`config.mk`:
```
export PLATFORM = sky130hd
export DESIGN_NAME = c2d_top
export DESIGN_NICKNAME = d
export VERILOG_FILES = /design/src/hdl/c2d_pkg.sv /design/src/hdl/c2d_fifo.sv /design/src/hdl/c2d_lane_ctrl.sv /design/src/hdl/c2d_pixel2byte.sv /design/src/hdl/c2d_pkt_formatter.sv /design/src/hdl/c2d_startup.sv /design/src/hdl/c2d_top.sv
export SDC_FILE = /design/constraint.sdc
export NUM_CORES = 1
export LEC_CHECK = 0
export BUFFER_PORTS_ARGS = -buffer_cell sky130_fd_sc_hd__buf_2
export CAP_MARGIN = 25
export CORE_MARGIN = 2
export CORE_UTILIZATION = 30
export DETAILED_ROUTE_END_ITERATION = 8
export PLACE_DENSITY_LB_ADDON = 0.05
export SKIP_LAST_GASP = 1
export SYNTH_ARGS = -nofsm -noshare
export SYNTH_HDL_FRONTEND = slang
export SYNTH_SLANG_ARGS = --single-unit
```
`constraint.sdc`:
```
create_clock -name core_clk_i -period 5.5 [get_ports core_clk_i]
set_input_delay 0.55 -clock core_clk_i [delete_from_list [all_inputs] [get_ports core_clk_i]]
set_output_delay 0.55 -clock core_clk_i [all_outputs]
set_load 0.05 [all_outputs]
```
`src/hdl/c2d_pkg.sv`:
```
package c2d_pkg;

  // Lane and word geometry
  localparam int NUM_LANES = 2;
  localparam int BYTE_W    = 8;
  localparam int WORD_W    = NUM_LANES * BYTE_W;

  // Packet header fields
  localparam logic [1:0]  VC      = 2'd0;
  localparam logic [5:0]  DT_RAW8 = 6'h2A;
  localparam logic [5:0]  DT_FS   = 6'h00;
  localparam logic [5:0]  DT_FE   = 6'h01;
  localparam logic [15:0] WC      = 16'd36;  // Payload bytes per line

  localparam int                LINE_WORDS = int'(WC) / NUM_LANES;
  localparam int                BEAT_W     = $clog2(LINE_WORDS);
  localparam logic [BEAT_W-1:0] LAST_BEAT  = BEAT_W'(LINE_WORDS - 1);

  // Startup delay
  localparam int                 TINIT_CYCLES = 100;
  localparam int                 TINIT_W      = $clog2(TINIT_CYCLES + 1);
  localparam logic [TINIT_W-1:0] TINIT_END    = TINIT_W'(TINIT_CYCLES);

  // D-PHY line timing, in clocks
  localparam int                 T_LPX     = 4;
  localparam int                 T_PREPARE = 3;
  localparam int                 T_ZERO    = 6;
  localparam int                 T_TRAIL   = 4;
  localparam int                 DWELL_W   = 4;
  localparam logic [DWELL_W-1:0] LPX_END   = DWELL_W'(T_LPX - 1);
  localparam logic [DWELL_W-1:0] PREP_END  = DWELL_W'(T_PREPARE - 1);
  localparam logic [DWELL_W-1:0] ZERO_END  = DWELL_W'(T_ZERO - 1);
  localparam logic [DWELL_W-1:0] TRAIL_END = DWELL_W'(T_TRAIL - 2);  // First trail clock is in DATA

  localparam logic [BYTE_W-1:0] SYNC_BYTE = 8'hB8;

  localparam int FIFO_DEPTH = 32;
  localparam int FIFO_AW    = $clog2(FIFO_DEPTH);

  typedef logic [WORD_W-1:0] word_t;  // Lane 0 in the low byte

  typedef enum logic [1:0] {
    EVT_FS   = 2'd0,
    EVT_LINE = 2'd1,
    EVT_FE   = 2'd2
  } evt_kind_t;

endpackage

```
`src/hdl/c2d_fifo.sv`:
```
`timescale 1ns/1ps

module c2d_fifo #(
  parameter type payload_t = c2d_pkg::word_t
) (
  input  logic     core_clk_i,
  input  logic     rst_n_i,
  input  logic     push_i,
  input  payload_t data_i,
  input  logic     pop_i,
  output payload_t data_o,
  output logic     empty_o,
  output logic     full_o
);

  payload_t mem [c2d_pkg::FIFO_DEPTH];

  // Extra top bit tells full from empty
  logic [c2d_pkg::FIFO_AW:0] wr_ptr_q;
  logic [c2d_pkg::FIFO_AW:0] rd_ptr_q;

  assign empty_o = (wr_ptr_q == rd_ptr_q);
  assign full_o  = (wr_ptr_q[c2d_pkg::FIFO_AW] != rd_ptr_q[c2d_pkg::FIFO_AW]) &&
                   (wr_ptr_q[c2d_pkg::FIFO_AW-1:0] == rd_ptr_q[c2d_pkg::FIFO_AW-1:0]);

  assign data_o = mem[rd_ptr_q[c2d_pkg::FIFO_AW-1:0]];  // Head visible without a pop

  always_ff @(posedge core_clk_i or negedge rst_n_i) begin
    if (!rst_n_i) begin
      wr_ptr_q <= '0;
      rd_ptr_q <= '0;
    end else begin
      if (push_i && !full_o) begin
        wr_ptr_q <= wr_ptr_q + 1'b1;
      end
      if (pop_i && !empty_o) begin
        rd_ptr_q <= rd_ptr_q + 1'b1;
      end
    end
  end

  // Storage array
  always_ff @(posedge core_clk_i) begin
    if (push_i && !full_o) begin
      mem[wr_ptr_q[c2d_pkg::FIFO_AW-1:0]] <= data_i;
    end
  end

endmodule

```
`src/hdl/c2d_lane_ctrl.sv`:
```
`timescale 1ns/1ps

module c2d_lane_ctrl (
  input  logic           core_clk_i,
  input  logic           rst_n_i,
  input  logic           hs_req_i,
  output logic           hs_ack_o,
  input  c2d_pkg::word_t pkt_word_i,
  output logic           lp_p_o,
  output logic           lp_n_o,
  output logic           hs_data_en_o,
  output c2d_pkg::word_t hs_data_o
);

  typedef enum logic [2:0] {
    ST_LP11,
    ST_LP01,
    ST_LP00,
    ST_ZERO,
    ST_SYNC,
    ST_DATA,
    ST_TRAIL
  } lstate_t;

  lstate_t                     state_q;
  lstate_t                     state_d;
  logic [c2d_pkg::DWELL_W-1:0] cnt_q;  // Clocks spent in the current state
  c2d_pkg::word_t              last_q;  // Last word forwarded
  c2d_pkg::word_t              trail_word;

  ////////////////////////////////////////////////////////////////////////////
  // LP to HS sequence
  ////////////////////////////////////////////////////////////////////////////

  always_comb begin
    state_d = state_q;
    case (state_q)
      ST_LP11:  if (hs_req_i && cnt_q != '0) state_d = ST_LP01;  // One LP-11 clock after req
      ST_LP01:  if (cnt_q == c2d_pkg::LPX_END) state_d = ST_LP00;
      ST_LP00:  if (cnt_q == c2d_pkg::PREP_END) state_d = ST_ZERO;
      ST_ZERO:  if (cnt_q == c2d_pkg::ZERO_END) state_d = ST_SYNC;
      ST_SYNC:  state_d = ST_DATA;
      ST_DATA:  if (!hs_req_i) state_d = ST_TRAIL;
      ST_TRAIL: if (cnt_q == c2d_pkg::TRAIL_END) state_d = ST_LP11;
      default:  state_d = ST_LP11;
    endcase
  end

  always_ff @(posedge core_clk_i or negedge rst_n_i) begin
    if (!rst_n_i) begin
      state_q <= ST_LP11;
      cnt_q   <= '0;
    end else begin
      state_q <= state_d;
      if (state_d != state_q || (state_q == ST_LP11 && !hs_req_i)) begin
        cnt_q <= '0;
      end else begin
        cnt_q <= cnt_q + 1'b1;
      end
    end
  end

  always_ff @(posedge core_clk_i) begin
    if (state_q == ST_DATA && hs_req_i) begin
      last_q <= pkt_word_i;
    end
  end

  // Each lane holds the inverse of its final bit
  always_comb begin
    for (int l = 0; l < c2d_pkg::NUM_LANES; l++) begin
      trail_word[l*c2d_pkg::BYTE_W +: c2d_pkg::BYTE_W] =
        {c2d_pkg::BYTE_W{~last_q[l*c2d_pkg::BYTE_W + c2d_pkg::BYTE_W - 1]}};
    end
  end

  assign lp_p_o       = (state_q == ST_LP11);
  assign lp_n_o       = (state_q == ST_LP11) || (state_q == ST_LP01);
  assign hs_ack_o     = (state_q == ST_SYNC) || (state_q == ST_DATA) || (state_q == ST_TRAIL);
  assign hs_data_en_o = hs_ack_o || (state_q == ST_ZERO);

  always_comb begin
    case (state_q)
      ST_SYNC:  hs_data_o = {c2d_pkg::NUM_LANES{c2d_pkg::SYNC_BYTE}};
      ST_DATA:  hs_data_o = hs_req_i ? pkt_word_i : trail_word;  // Req low starts the trail
      ST_TRAIL: hs_data_o = trail_word;
      default:  hs_data_o = '0;  // HS zeros, or don't care in LP
    endcase
  end

endmodule

```
`src/hdl/c2d_pixel2byte.sv`:
```
`timescale 1ns/1ps

module c2d_pixel2byte (
  input  logic                       core_clk_i,
  input  logic                       rst_n_i,
  input  logic                       tinit_done_i,
  input  logic                       fv_i,
  input  logic                       lv_i,
  input  logic                       dvalid_i,
  input  logic [c2d_pkg::BYTE_W-1:0] pixdata_d1_i,
  input  logic [c2d_pkg::BYTE_W-1:0] pixdata_d0_i,
  output logic                       evt_push_o,
  output c2d_pkg::evt_kind_t         evt_o,
  output logic                       word_push_o,
  output c2d_pkg::word_t             word_o
);

  logic fv_q;
  logic lv_q;
  logic armed_q;  // Inside a frame that started after Tinit

  logic fv_rise;
  logic fv_fall;
  logic lv_fall;
  logic frame_start;

  assign fv_rise     = fv_i && !fv_q;
  assign fv_fall     = !fv_i && fv_q;
  assign lv_fall     = !lv_i && lv_q;
  assign frame_start = fv_rise && tinit_done_i;

  always_ff @(posedge core_clk_i or negedge rst_n_i) begin
    if (!rst_n_i) begin
      fv_q        <= 1'b0;
      lv_q        <= 1'b0;
      armed_q     <= 1'b0;
      evt_push_o  <= 1'b0;
      word_push_o <= 1'b0;
    end else begin
      fv_q <= fv_i;
      lv_q <= lv_i;
      if (frame_start) begin
        armed_q <= 1'b1;
      end else if (fv_fall) begin
        armed_q <= 1'b0;  // Frames that began before Tinit stay dropped
      end
      evt_push_o  <= frame_start || (armed_q && (fv_fall || lv_fall));
      word_push_o <= armed_q && lv_i && dvalid_i;
    end
  end

  // Sensor drops lv before fv, so the LINE and FE edges never coincide
  always_ff @(posedge core_clk_i) begin
    evt_o  <= fv_rise ? c2d_pkg::EVT_FS : (fv_fall ? c2d_pkg::EVT_FE : c2d_pkg::EVT_LINE);
    word_o <= {pixdata_d1_i, pixdata_d0_i};  // d0 is the first byte, lane 0
  end

endmodule

```
`src/hdl/c2d_pkt_formatter.sv`:
```
`timescale 1ns/1ps

module c2d_pkt_formatter (
  input  logic               core_clk_i,
  input  logic               rst_n_i,
  input  c2d_pkg::evt_kind_t evt_i,
  input  logic               evt_empty_i,
  output logic               evt_pop_o,
  input  c2d_pkg::word_t     word_i,
  input  logic               word_empty_i,
  output logic               word_pop_o,
  output logic               hs_req_o,
  input  logic               hs_ack_i,
  output c2d_pkg::word_t     pkt_word_o
);

  typedef enum logic [2:0] {
    F_IDLE,
    F_REQ,
    F_HDR0,
    F_HDR1,
    F_PAY,
    F_CRC,
    F_WAIT
  } fstate_t;

  fstate_t state_q;
  fstate_t state_d;

  logic [15:0]                frame_q;  // Frame number of the current frame
  logic [c2d_pkg::BEAT_W-1:0] beat_q;
  logic                       start_ok;

  // Header and CRC of the packet in flight
  logic [7:0]  di_q;
  logic [15:0] field_q;  // Word count or frame number
  logic        long_q;
  logic [15:0] crc_q;
  logic [7:0]  ecc;

  ////////////////////////////////////////////////////////////////////////////
  // Header ECC and payload CRC
  ////////////////////////////////////////////////////////////////////////////

  function automatic logic [5:0] ecc6(input logic [23:0] d);
    logic [5:0] p;
    p[0] = ^(d & 24'hF12CB7);
    p[1] = ^(d & 24'hF2555B);
    p[2] = ^(d & 24'h749A6D);
    p[3] = ^(d & 24'hB8E38E);
    p[4] = ^(d & 24'hDF03F0);
    p[5] = ^(d & 24'hEFFC00);
    return p;
  endfunction

  // Poly 0x1021 taken LSB first, hence the reflected constant
  function automatic logic [15:0] crc_byte(input logic [15:0] crc_in, input logic [7:0] data);
    logic [15:0] c;
    c = crc_in;
    for (int i = 0; i < 8; i++) begin
      if (c[0] ^ data[i]) begin
        c = (c >> 1) ^ 16'h8408;
      end else begin
        c = c >> 1;
      end
    end
    return c;
  endfunction

  assign ecc = {2'b00, ecc6({field_q, di_q})};

  ////////////////////////////////////////////////////////////////////////////
  // Packet sequencing
  ////////////////////////////////////////////////////////////////////////////

  // A line is only started once its payload is buffered
  assign start_ok   = !evt_empty_i && ((evt_i != c2d_pkg::EVT_LINE) || !word_empty_i);
  assign evt_pop_o  = (state_q == F_IDLE) && start_ok;
  assign word_pop_o = (state_q == F_PAY) && !word_empty_i;
  assign hs_req_o   = (state_q != F_IDLE) && (state_q != F_WAIT);

  always_comb begin
    state_d = state_q;
    case (state_q)
      F_IDLE: if (start_ok) state_d = F_REQ;
      F_REQ:  if (hs_ack_i) state_d = F_HDR0;
      F_HDR0: state_d = F_HDR1;
      F_HDR1: state_d = long_q ? F_PAY : F_WAIT;
      F_PAY:  if (word_pop_o && beat_q == c2d_pkg::LAST_BEAT) state_d = F_CRC;
      F_CRC:  state_d = F_WAIT;
      F_WAIT: if (!hs_ack_i) state_d = F_IDLE;  // Four-phase return
      default: state_d = F_IDLE;
    endcase
  end

  always_comb begin
    case (state_q)
      F_HDR0:  pkt_word_o = {field_q[7:0], di_q};
      F_HDR1:  pkt_word_o = {ecc, field_q[15:8]};
      F_PAY:   pkt_word_o = word_i;
      F_CRC:   pkt_word_o = crc_q;  // Low CRC byte on lane 0
      default: pkt_word_o = '0;
    endcase
  end

  always_ff @(posedge core_clk_i or negedge rst_n_i) begin
    if (!rst_n_i) begin
      state_q <= F_IDLE;
      frame_q <= '0;
      beat_q  <= '0;
    end else begin
      state_q <= state_d;
      if (evt_pop_o && evt_i == c2d_pkg::EVT_FS) begin
        frame_q <= frame_q + 1'b1;
      end
      if (state_q != F_PAY) begin
        beat_q <= '0;
      end else if (word_pop_o) begin
        beat_q <= beat_q + 1'b1;
      end
    end
  end

  always_ff @(posedge core_clk_i) begin
    if (evt_pop_o) begin
      long_q <= (evt_i == c2d_pkg::EVT_LINE);
      crc_q  <= 16'hFFFF;
      case (evt_i)
        c2d_pkg::EVT_FS: begin
          di_q    <= {c2d_pkg::VC, c2d_pkg::DT_FS};
          field_q <= frame_q + 1'b1;  // First frame is number 1
        end
        c2d_pkg::EVT_FE: begin
          di_q    <= {c2d_pkg::VC, c2d_pkg::DT_FE};
          field_q <= frame_q;
        end
        default: begin
          di_q    <= {c2d_pkg::VC, c2d_pkg::DT_RAW8};
          field_q <= c2d_pkg::WC;
        end
      endcase
    end else if (word_pop_o) begin
      crc_q <= crc_byte(crc_byte(crc_q, word_i[c2d_pkg::BYTE_W-1:0]),
                        word_i[c2d_pkg::WORD_W-1:c2d_pkg::BYTE_W]);
    end
  end

endmodule

```
`src/hdl/c2d_startup.sv`:
```
`timescale 1ns/1ps

module c2d_startup (
  input  logic core_clk_i,
  input  logic rst_n_i,
  output logic rst_n_o,
  output logic tinit_done_o
);

  logic [1:0]                  sync_q;
  logic [c2d_pkg::TINIT_W-1:0] tinit_cnt_q;

  // Asserts at once, releases on the second clock edge
  always_ff @(posedge core_clk_i or negedge rst_n_i) begin
    if (!rst_n_i) begin
      sync_q <= '0;
    end else begin
      sync_q <= {sync_q[0], 1'b1};
    end
  end

  assign rst_n_o = sync_q[1];

  // Tinit counter stops once the delay is reached
  always_ff @(posedge core_clk_i or negedge rst_n_o) begin
    if (!rst_n_o) begin
      tinit_cnt_q <= '0;
    end else if (!tinit_done_o) begin
      tinit_cnt_q <= tinit_cnt_q + 1'b1;
    end
  end

  assign tinit_done_o = (tinit_cnt_q == c2d_pkg::TINIT_END);

endmodule

```
`src/hdl/c2d_top.sv`:
```
`timescale 1ns/1ps

module c2d_top (
  input  logic                       core_clk_i,
  input  logic                       rst_n_i,
  input  logic                       fv_i,
  input  logic                       lv_i,
  input  logic                       dvalid_i,
  input  logic [c2d_pkg::BYTE_W-1:0] pixdata_d1_i,
  input  logic [c2d_pkg::BYTE_W-1:0] pixdata_d0_i,
  output logic                       tinit_done_o,
  output logic                       lp_p_o,
  output logic                       lp_n_o,
  output logic                       hs_data_en_o,
  output c2d_pkg::word_t             hs_data_o,
  output logic                       d_hs_req_o,
  output logic                       d_hs_ack_o
);

  logic               core_rstn_w;  // Synchronized reset for all logic
  logic               evt_push_w;
  c2d_pkg::evt_kind_t evt_in_w;
  c2d_pkg::evt_kind_t evt_out_w;
  logic               evt_empty_w;
  logic               evt_pop_w;
  logic               word_push_w;
  c2d_pkg::word_t     word_in_w;
  c2d_pkg::word_t     word_out_w;
  logic               word_empty_w;
  logic               word_pop_w;
  c2d_pkg::word_t     pkt_word_w;

  ////////////////////////////////////////////////////////////////////////////
  // Reset and pixel side
  ////////////////////////////////////////////////////////////////////////////

  c2d_startup i_startup (
    .core_clk_i   (core_clk_i),
    .rst_n_i      (rst_n_i),
    .rst_n_o      (core_rstn_w),
    .tinit_done_o (tinit_done_o)
  );

  c2d_pixel2byte i_pixel2byte (
    .core_clk_i   (core_clk_i),
    .rst_n_i      (core_rstn_w),
    .tinit_done_i (tinit_done_o),
    .fv_i         (fv_i),
    .lv_i         (lv_i),
    .dvalid_i     (dvalid_i),
    .pixdata_d1_i (pixdata_d1_i),
    .pixdata_d0_i (pixdata_d0_i),
    .evt_push_o   (evt_push_w),
    .evt_o        (evt_in_w),
    .word_push_o  (word_push_w),
    .word_o       (word_in_w)
  );

  // Frame and line events
  c2d_fifo #(.payload_t(c2d_pkg::evt_kind_t)) i_evt_fifo (
    .core_clk_i (core_clk_i),
    .rst_n_i    (core_rstn_w),
    .push_i     (evt_push_w),
    .data_i     (evt_in_w),
    .pop_i      (evt_pop_w),
    .data_o     (evt_out_w),
    .empty_o    (evt_empty_w),
    .full_o     ()
  );

  // Payload words
  c2d_fifo #(.payload_t(c2d_pkg::word_t)) i_word_fifo (
    .core_clk_i (core_clk_i),
    .rst_n_i    (core_rstn_w),
    .push_i     (word_push_w),
    .data_i     (word_in_w),
    .pop_i      (word_pop_w),
    .data_o     (word_out_w),
    .empty_o    (word_empty_w),
    .full_o     ()
  );

  ////////////////////////////////////////////////////////////////////////////
  // Packet and lane side
  ////////////////////////////////////////////////////////////////////////////

  c2d_pkt_formatter i_formatter (
    .core_clk_i   (core_clk_i),
    .rst_n_i      (core_rstn_w),
    .evt_i        (evt_out_w),
    .evt_empty_i  (evt_empty_w),
    .evt_pop_o    (evt_pop_w),
    .word_i       (word_out_w),
    .word_empty_i (word_empty_w),
    .word_pop_o   (word_pop_w),
    .hs_req_o     (d_hs_req_o),
    .hs_ack_i     (d_hs_ack_o),
    .pkt_word_o   (pkt_word_w)
  );

  c2d_lane_ctrl i_lane_ctrl (
    .core_clk_i   (core_clk_i),
    .rst_n_i      (core_rstn_w),
    .hs_req_i     (d_hs_req_o),
    .hs_ack_o     (d_hs_ack_o),
    .pkt_word_i   (pkt_word_w),
    .lp_p_o       (lp_p_o),
    .lp_n_o       (lp_n_o),
    .hs_data_en_o (hs_data_en_o),
    .hs_data_o    (hs_data_o)
  );

endmodule

```
==> results.md <==
- The cell that appears most often on the critical path is sky130_fd_sc_hd__o21ai_0.
- Between clock sinks in the finished design, the worst skew comes to 0.0212 ns.
- The initial detailed-routing violation count is 1035.
- The via count of the first global-routing pass was 16.4k.
- Detailed placement finished with a half-perimeter wire length of 50800 µm.
- The data arrival time of the critical path is 4.50 ns.
- Sequential elements use 69.5% of the synthesized area.
- The number of buffers inserted during clock tree synthesis is 83.
- For this run, the slowest stage of the critical path takes 0.95 ns.
- The CTS clock-pin slew for the worst setup and hold paths is 0.06 ns.
- The share of post-route cells with drive strength above 1 is 21.5%.
- The share of the cycle needed by the critical path after routing is 91.7%.
- The slowest cell on the critical path is sky130_fd_sc_hd__dfrtp_4.
- The clock tree from TritonCTS is built.
- Setup violations remaining at the end of the flow were counted as 0.
- Across all setup checks in the final design, the least slack found is 0.455 ns.
- The worst-case headroom to the max-slew limit is 30.4%.
- The number of nets in the final layout is 1902.
- The mean instance size in the synthesized netlist is 16.7 µm².
- Yosys mapped the design onto 68 distinct sky130hd cell types.
- Of all nets on the critical path, the largest fanout is 47.
- Summed over all failing endpoints, the final setup total negative slack is 0 ns.
- The floorplan core area is 96700 µm².
- Counting both buffers and inverters, the worst setup path holds a total of 2.
- The number of vias after detailed routing is 15.7k.
- At the pin with the least slew margin, the transition time is 1.04 ns.
- The floorplan step set the die width to 316 µm.
- The power per cell area is 331 nW/µm².
- The total congestion overflow after global routing is 0.
- The achievable frequency is 0.198 GHz.
- For this run, the detailed router's first-pass iteration total came to 5.
- Relative to the synthesized area, the layout overhead comes to 17.4%.
- In the routed design, unresolved DRC markers number 0.
- The post-CTS setup-driven buffer insertion count is 0.
- The maximum buffer depth of the clock tree is 3.
- The required time of the critical path is 4.95 ns.
- The number of gates resized after CTS was 0.
- The library cell used most frequently in the layout, excluding fill and tap cells, is sky130_fd_sc_hd__edfxtp_1.
- The number of enable-type register cells in the synthesized netlist is 597.
- Wires add up to 83300 µm.
- During I/O placement, the number of pins put on the boundary was 43.
- The top cell types in the final layout, fill and taps aside, are 597 x sky130_fd_sc_hd__edfxtp_1, 116 x sky130_fd_sc_hd__mux4_2, 100 x sky130_fd_sc_hd__nand2_1, 100 x sky130_fd_sc_hd__nor2_1, 93 x sky130_fd_sc_hd__xnor2_1.
- The overall routing resource usage is 16.9%.
- The worst setup path category is register to output pin.
- The number of failing hold endpoints at the final stage was 0.
- The worst setup path is captured at an output pin.
- The number of antenna-violating nets in the routed design is 0.
- The reg2reg setup slack is 1.05 ns.
- The worst hold path belongs to the class input port to register.
- The cell sitting at the root of the clock tree is a sky130_fd_sc_hd__clkbuf_16.
- The maximum vdd drop is 0.000200 V.
- The kind of cell with the highest combined delay on the critical path is compound AO/OA/AOI/OAI gates.
- The run finished with clean final reports.
- The minimum period implied by the final worst setup slack is 5.05 ns.
- The synthesized cell area is 29300 µm².
- The post-layout total power is 11.4 mW.
- The average wire per standard cell is 26.0 µm.
- The fraction of registers with async set or reset after synthesis is 9.86%.
- The count of input and output buffers is 42.
- Setup repair after global routing left no endpoint under its margin.
- The yosys synthesis warning count is 0.
- The number of nets in the synthesized netlist is 1793.
- Walking the worst path, the cells encountered are buf_12, mux4_2, a211o_1, o21ai_1, o21ai_0, a32o_1, o21ai_0, nand2b_1, buf_2.
- The layout has 9193 filler cells.
- The first-pass GRT wire length is 121000 µm.
- Among all flip-flop cells after synthesis, the most frequent one is sky130_fd_sc_hd__edfxtp_1.
- At the end of the flow the core is filled with cells to 35.5%.
- The max-slew violation count is 0.
- The floorplan step set the die height to 316 µm.
- Summed over all cells, the static leakage comes to 11.5 nW.
- The last weighted congestion value of the routability-driven placer is 0.738.
- The number of antenna violations at the first check in global routing came to 1.
- The startpoint type of the worst setup path is a register.
- The effective utilization at floorplan is 30.3%.
- The latest clock arrival within the worst-skew pair is 0.64 ns.
- Entering global routing, the biggest net connects 68 pins.
- The die area is 100000 µm².
- In the synthesized netlist, the number of instances is 1753.
- After synthesis the netlist holds a flip-flop and latch count of 700.
- The H-tree generated during clock tree synthesis spans 3 levels.
- Max-cap violations in this run came to 0.
- The placement row count is 114.
- Timing analysis after detailed placement gives a worst setup slack of 1.02 ns.
- The detailed-route vias per instance is 4.91.
- The final hold slack is 0.0970 ns.
- The tree built by TritonCTS fans out to 700 sinks.
==> per-stage QoR <==
stage / std cells / instance area [µm²]
2_1_floorplan: 1753 / 29300
3_3_place_gp: 3021 / 31100
3_5_place_dp: 3025 / 31200
4_1_cts: 3194 / 34100
5_1_grt: 3204 / 34300
6_report: 3205 / 34300
==> where the power goes <==
part           total, mW  internal [mW]  switching [mW]
registers           5.80           5.77          0.0316
logic             0.0970         0.0397          0.0573
clock network       5.48           3.27            2.21
==> final timing paths <==
check                                         from                       to  cells past startpoint
max in group asynchronous      i_startup.sync_q[1]  i_word_fifo.rd_ptr_q[0]                      1
min reg2reg                    i_startup.sync_q[1]   i_formatter.frame_q[0]                      0
min in group asynchronous      i_startup.sync_q[1]   i_formatter.frame_q[0]                      0
max                        i_word_fifo.rd_ptr_q[0]             hs_data_o[7]                      9
min                                           fv_i        i_pixel2byte.fv_q                      1
max reg2reg                i_word_fifo.rd_ptr_q[0]     i_formatter.crc_q[3]                     10
==> synthesized netlist by cell type, types with 11 or more instances <==
master                     count  area [µm²]
sky130_fd_sc_hd__edfxtp_1    597       17900
sky130_fd_sc_hd__nor2_1      132         495
sky130_fd_sc_hd__mux4_2      116        2610
sky130_fd_sc_hd__nand2_1     100         375
sky130_fd_sc_hd__xnor2_1      93         815
sky130_fd_sc_hd__dfrtp_1      69        1730
sky130_fd_sc_hd__a21oi_1      56         280
sky130_fd_sc_hd__mux2i_1      51         510
sky130_fd_sc_hd__xor2_1       48         420
sky130_fd_sc_hd__clkbuf_1     45         169
sky130_fd_sc_hd__o21ai_0      42         210
sky130_fd_sc_hd__dfxtp_1      34         681
sky130_fd_sc_hd__inv_1        32         120
sky130_fd_sc_hd__nand3_1      23         115
sky130_fd_sc_hd__ha_1         19         238
sky130_fd_sc_hd__a22oi_1      17         128
sky130_fd_sc_hd__and3_1       17         106
sky130_fd_sc_hd__buf_2        15        75.1
sky130_fd_sc_hd__nand4_1      15        93.8
sky130_fd_sc_hd__o211ai_1     15         113
sky130_fd_sc_hd__a211oi_1     14         105
sky130_fd_sc_hd__nor2b_1      13        81.3
sky130_fd_sc_hd__mux2_2       11         124
sky130_fd_sc_hd__o22ai_1      11        68.8
==> cells by family after synthesis <==
group | after synthesis | synth area share [%]
muxes | 186 | 11.8
other | 1 | 0.0128
and+or+nand+nor | 343 | 5.29
adders and majority gates | 19 | 0.812
buffers and inverters | 123 | 2.27
AOI/OAI and AO/OA | 228 | 5.21
DFF | 700 | 69.5
xor gates and xnor gates | 153 | 5.09
==> worst register-to-register path, cell delays in order, from the launching register on <==
cell and delay [ns]:
sky130_fd_sc_hd__dfrtp_4 0.95, sky130_fd_sc_hd__buf_12 0.46, sky130_fd_sc_hd__mux4_2 0.61, sky130_fd_sc_hd__a211o_1 0.36, sky130_fd_sc_hd__o21ai_1 0.45, sky130_fd_sc_hd__xor2_1 0.19
sky130_fd_sc_hd__xnor2_2 0.30, sky130_fd_sc_hd__xnor3_2 0.54, sky130_fd_sc_hd__xnor2_1 0.18, sky130_fd_sc_hd__a211oi_1 0.24, sky130_fd_sc_hd__a31oi_1 0.06
==> layout make-up <==
| type | count | area [µm²] | area share [%] |
|---|---|---|---|
| diodes | 1 | 2.50 | 0.00729 |
| multi-input cells | 930 | 8490 | 24.7 |
| clock buffers | 117 | 2360 | 6.86 |
| repair buffers | 115 | 1070 | 3.12 |
| flip-flops and latches | 700 | 20400 | 59.3 |
| well taps | 1276 | 1600 | 4.65 |
| inverters | 32 | 120 | 0.350 |
| clock inverters | 34 | 355 | 1.03 |
==> state kept, by name (all words and copies together), names as in the netlist, 3 cells and up <==
| name | flops |
|---|---|
| i_word_fifo.wr_ptr_q | 6 |
| i_evt_fifo.mem | 64 |
| i_evt_fifo.wr_ptr_q | 6 |
| i_lane_ctrl.state_q | 3 |
| i_word_fifo.mem | 512 |
| i_formatter.beat_q | 5 |
| i_formatter.crc_q | 16 |
| i_formatter.frame_q | 16 |
| i_lane_ctrl.cnt_q | 4 |
| i_pixel2byte.word_o | 16 |
| i_evt_fifo.rd_ptr_q | 6 |
| i_formatter.field_q | 16 |
| i_word_fifo.rd_ptr_q | 6 |
| i_startup.tinit_cnt_q | 7 |
| i_formatter.state_q | 3 |
==> layer usage <==
layer	vias to the layer above	share of wire [%]	track usage, %	wire [µm]
met2	339	48	27.7	39800
li1	7017	-	-	-
met1	8279	46	23.8	38600
met4	0	2.0	4.23	1670
met5	-	0	0	0
met3	113	3.8	2.28	3160
==> repair_timing <==
item,CTS,global route
hold endpoints to repair,19,0
hold buffers,18,0
setup endpoints to repair,0,0
Power figures use the tool's default switching activity.
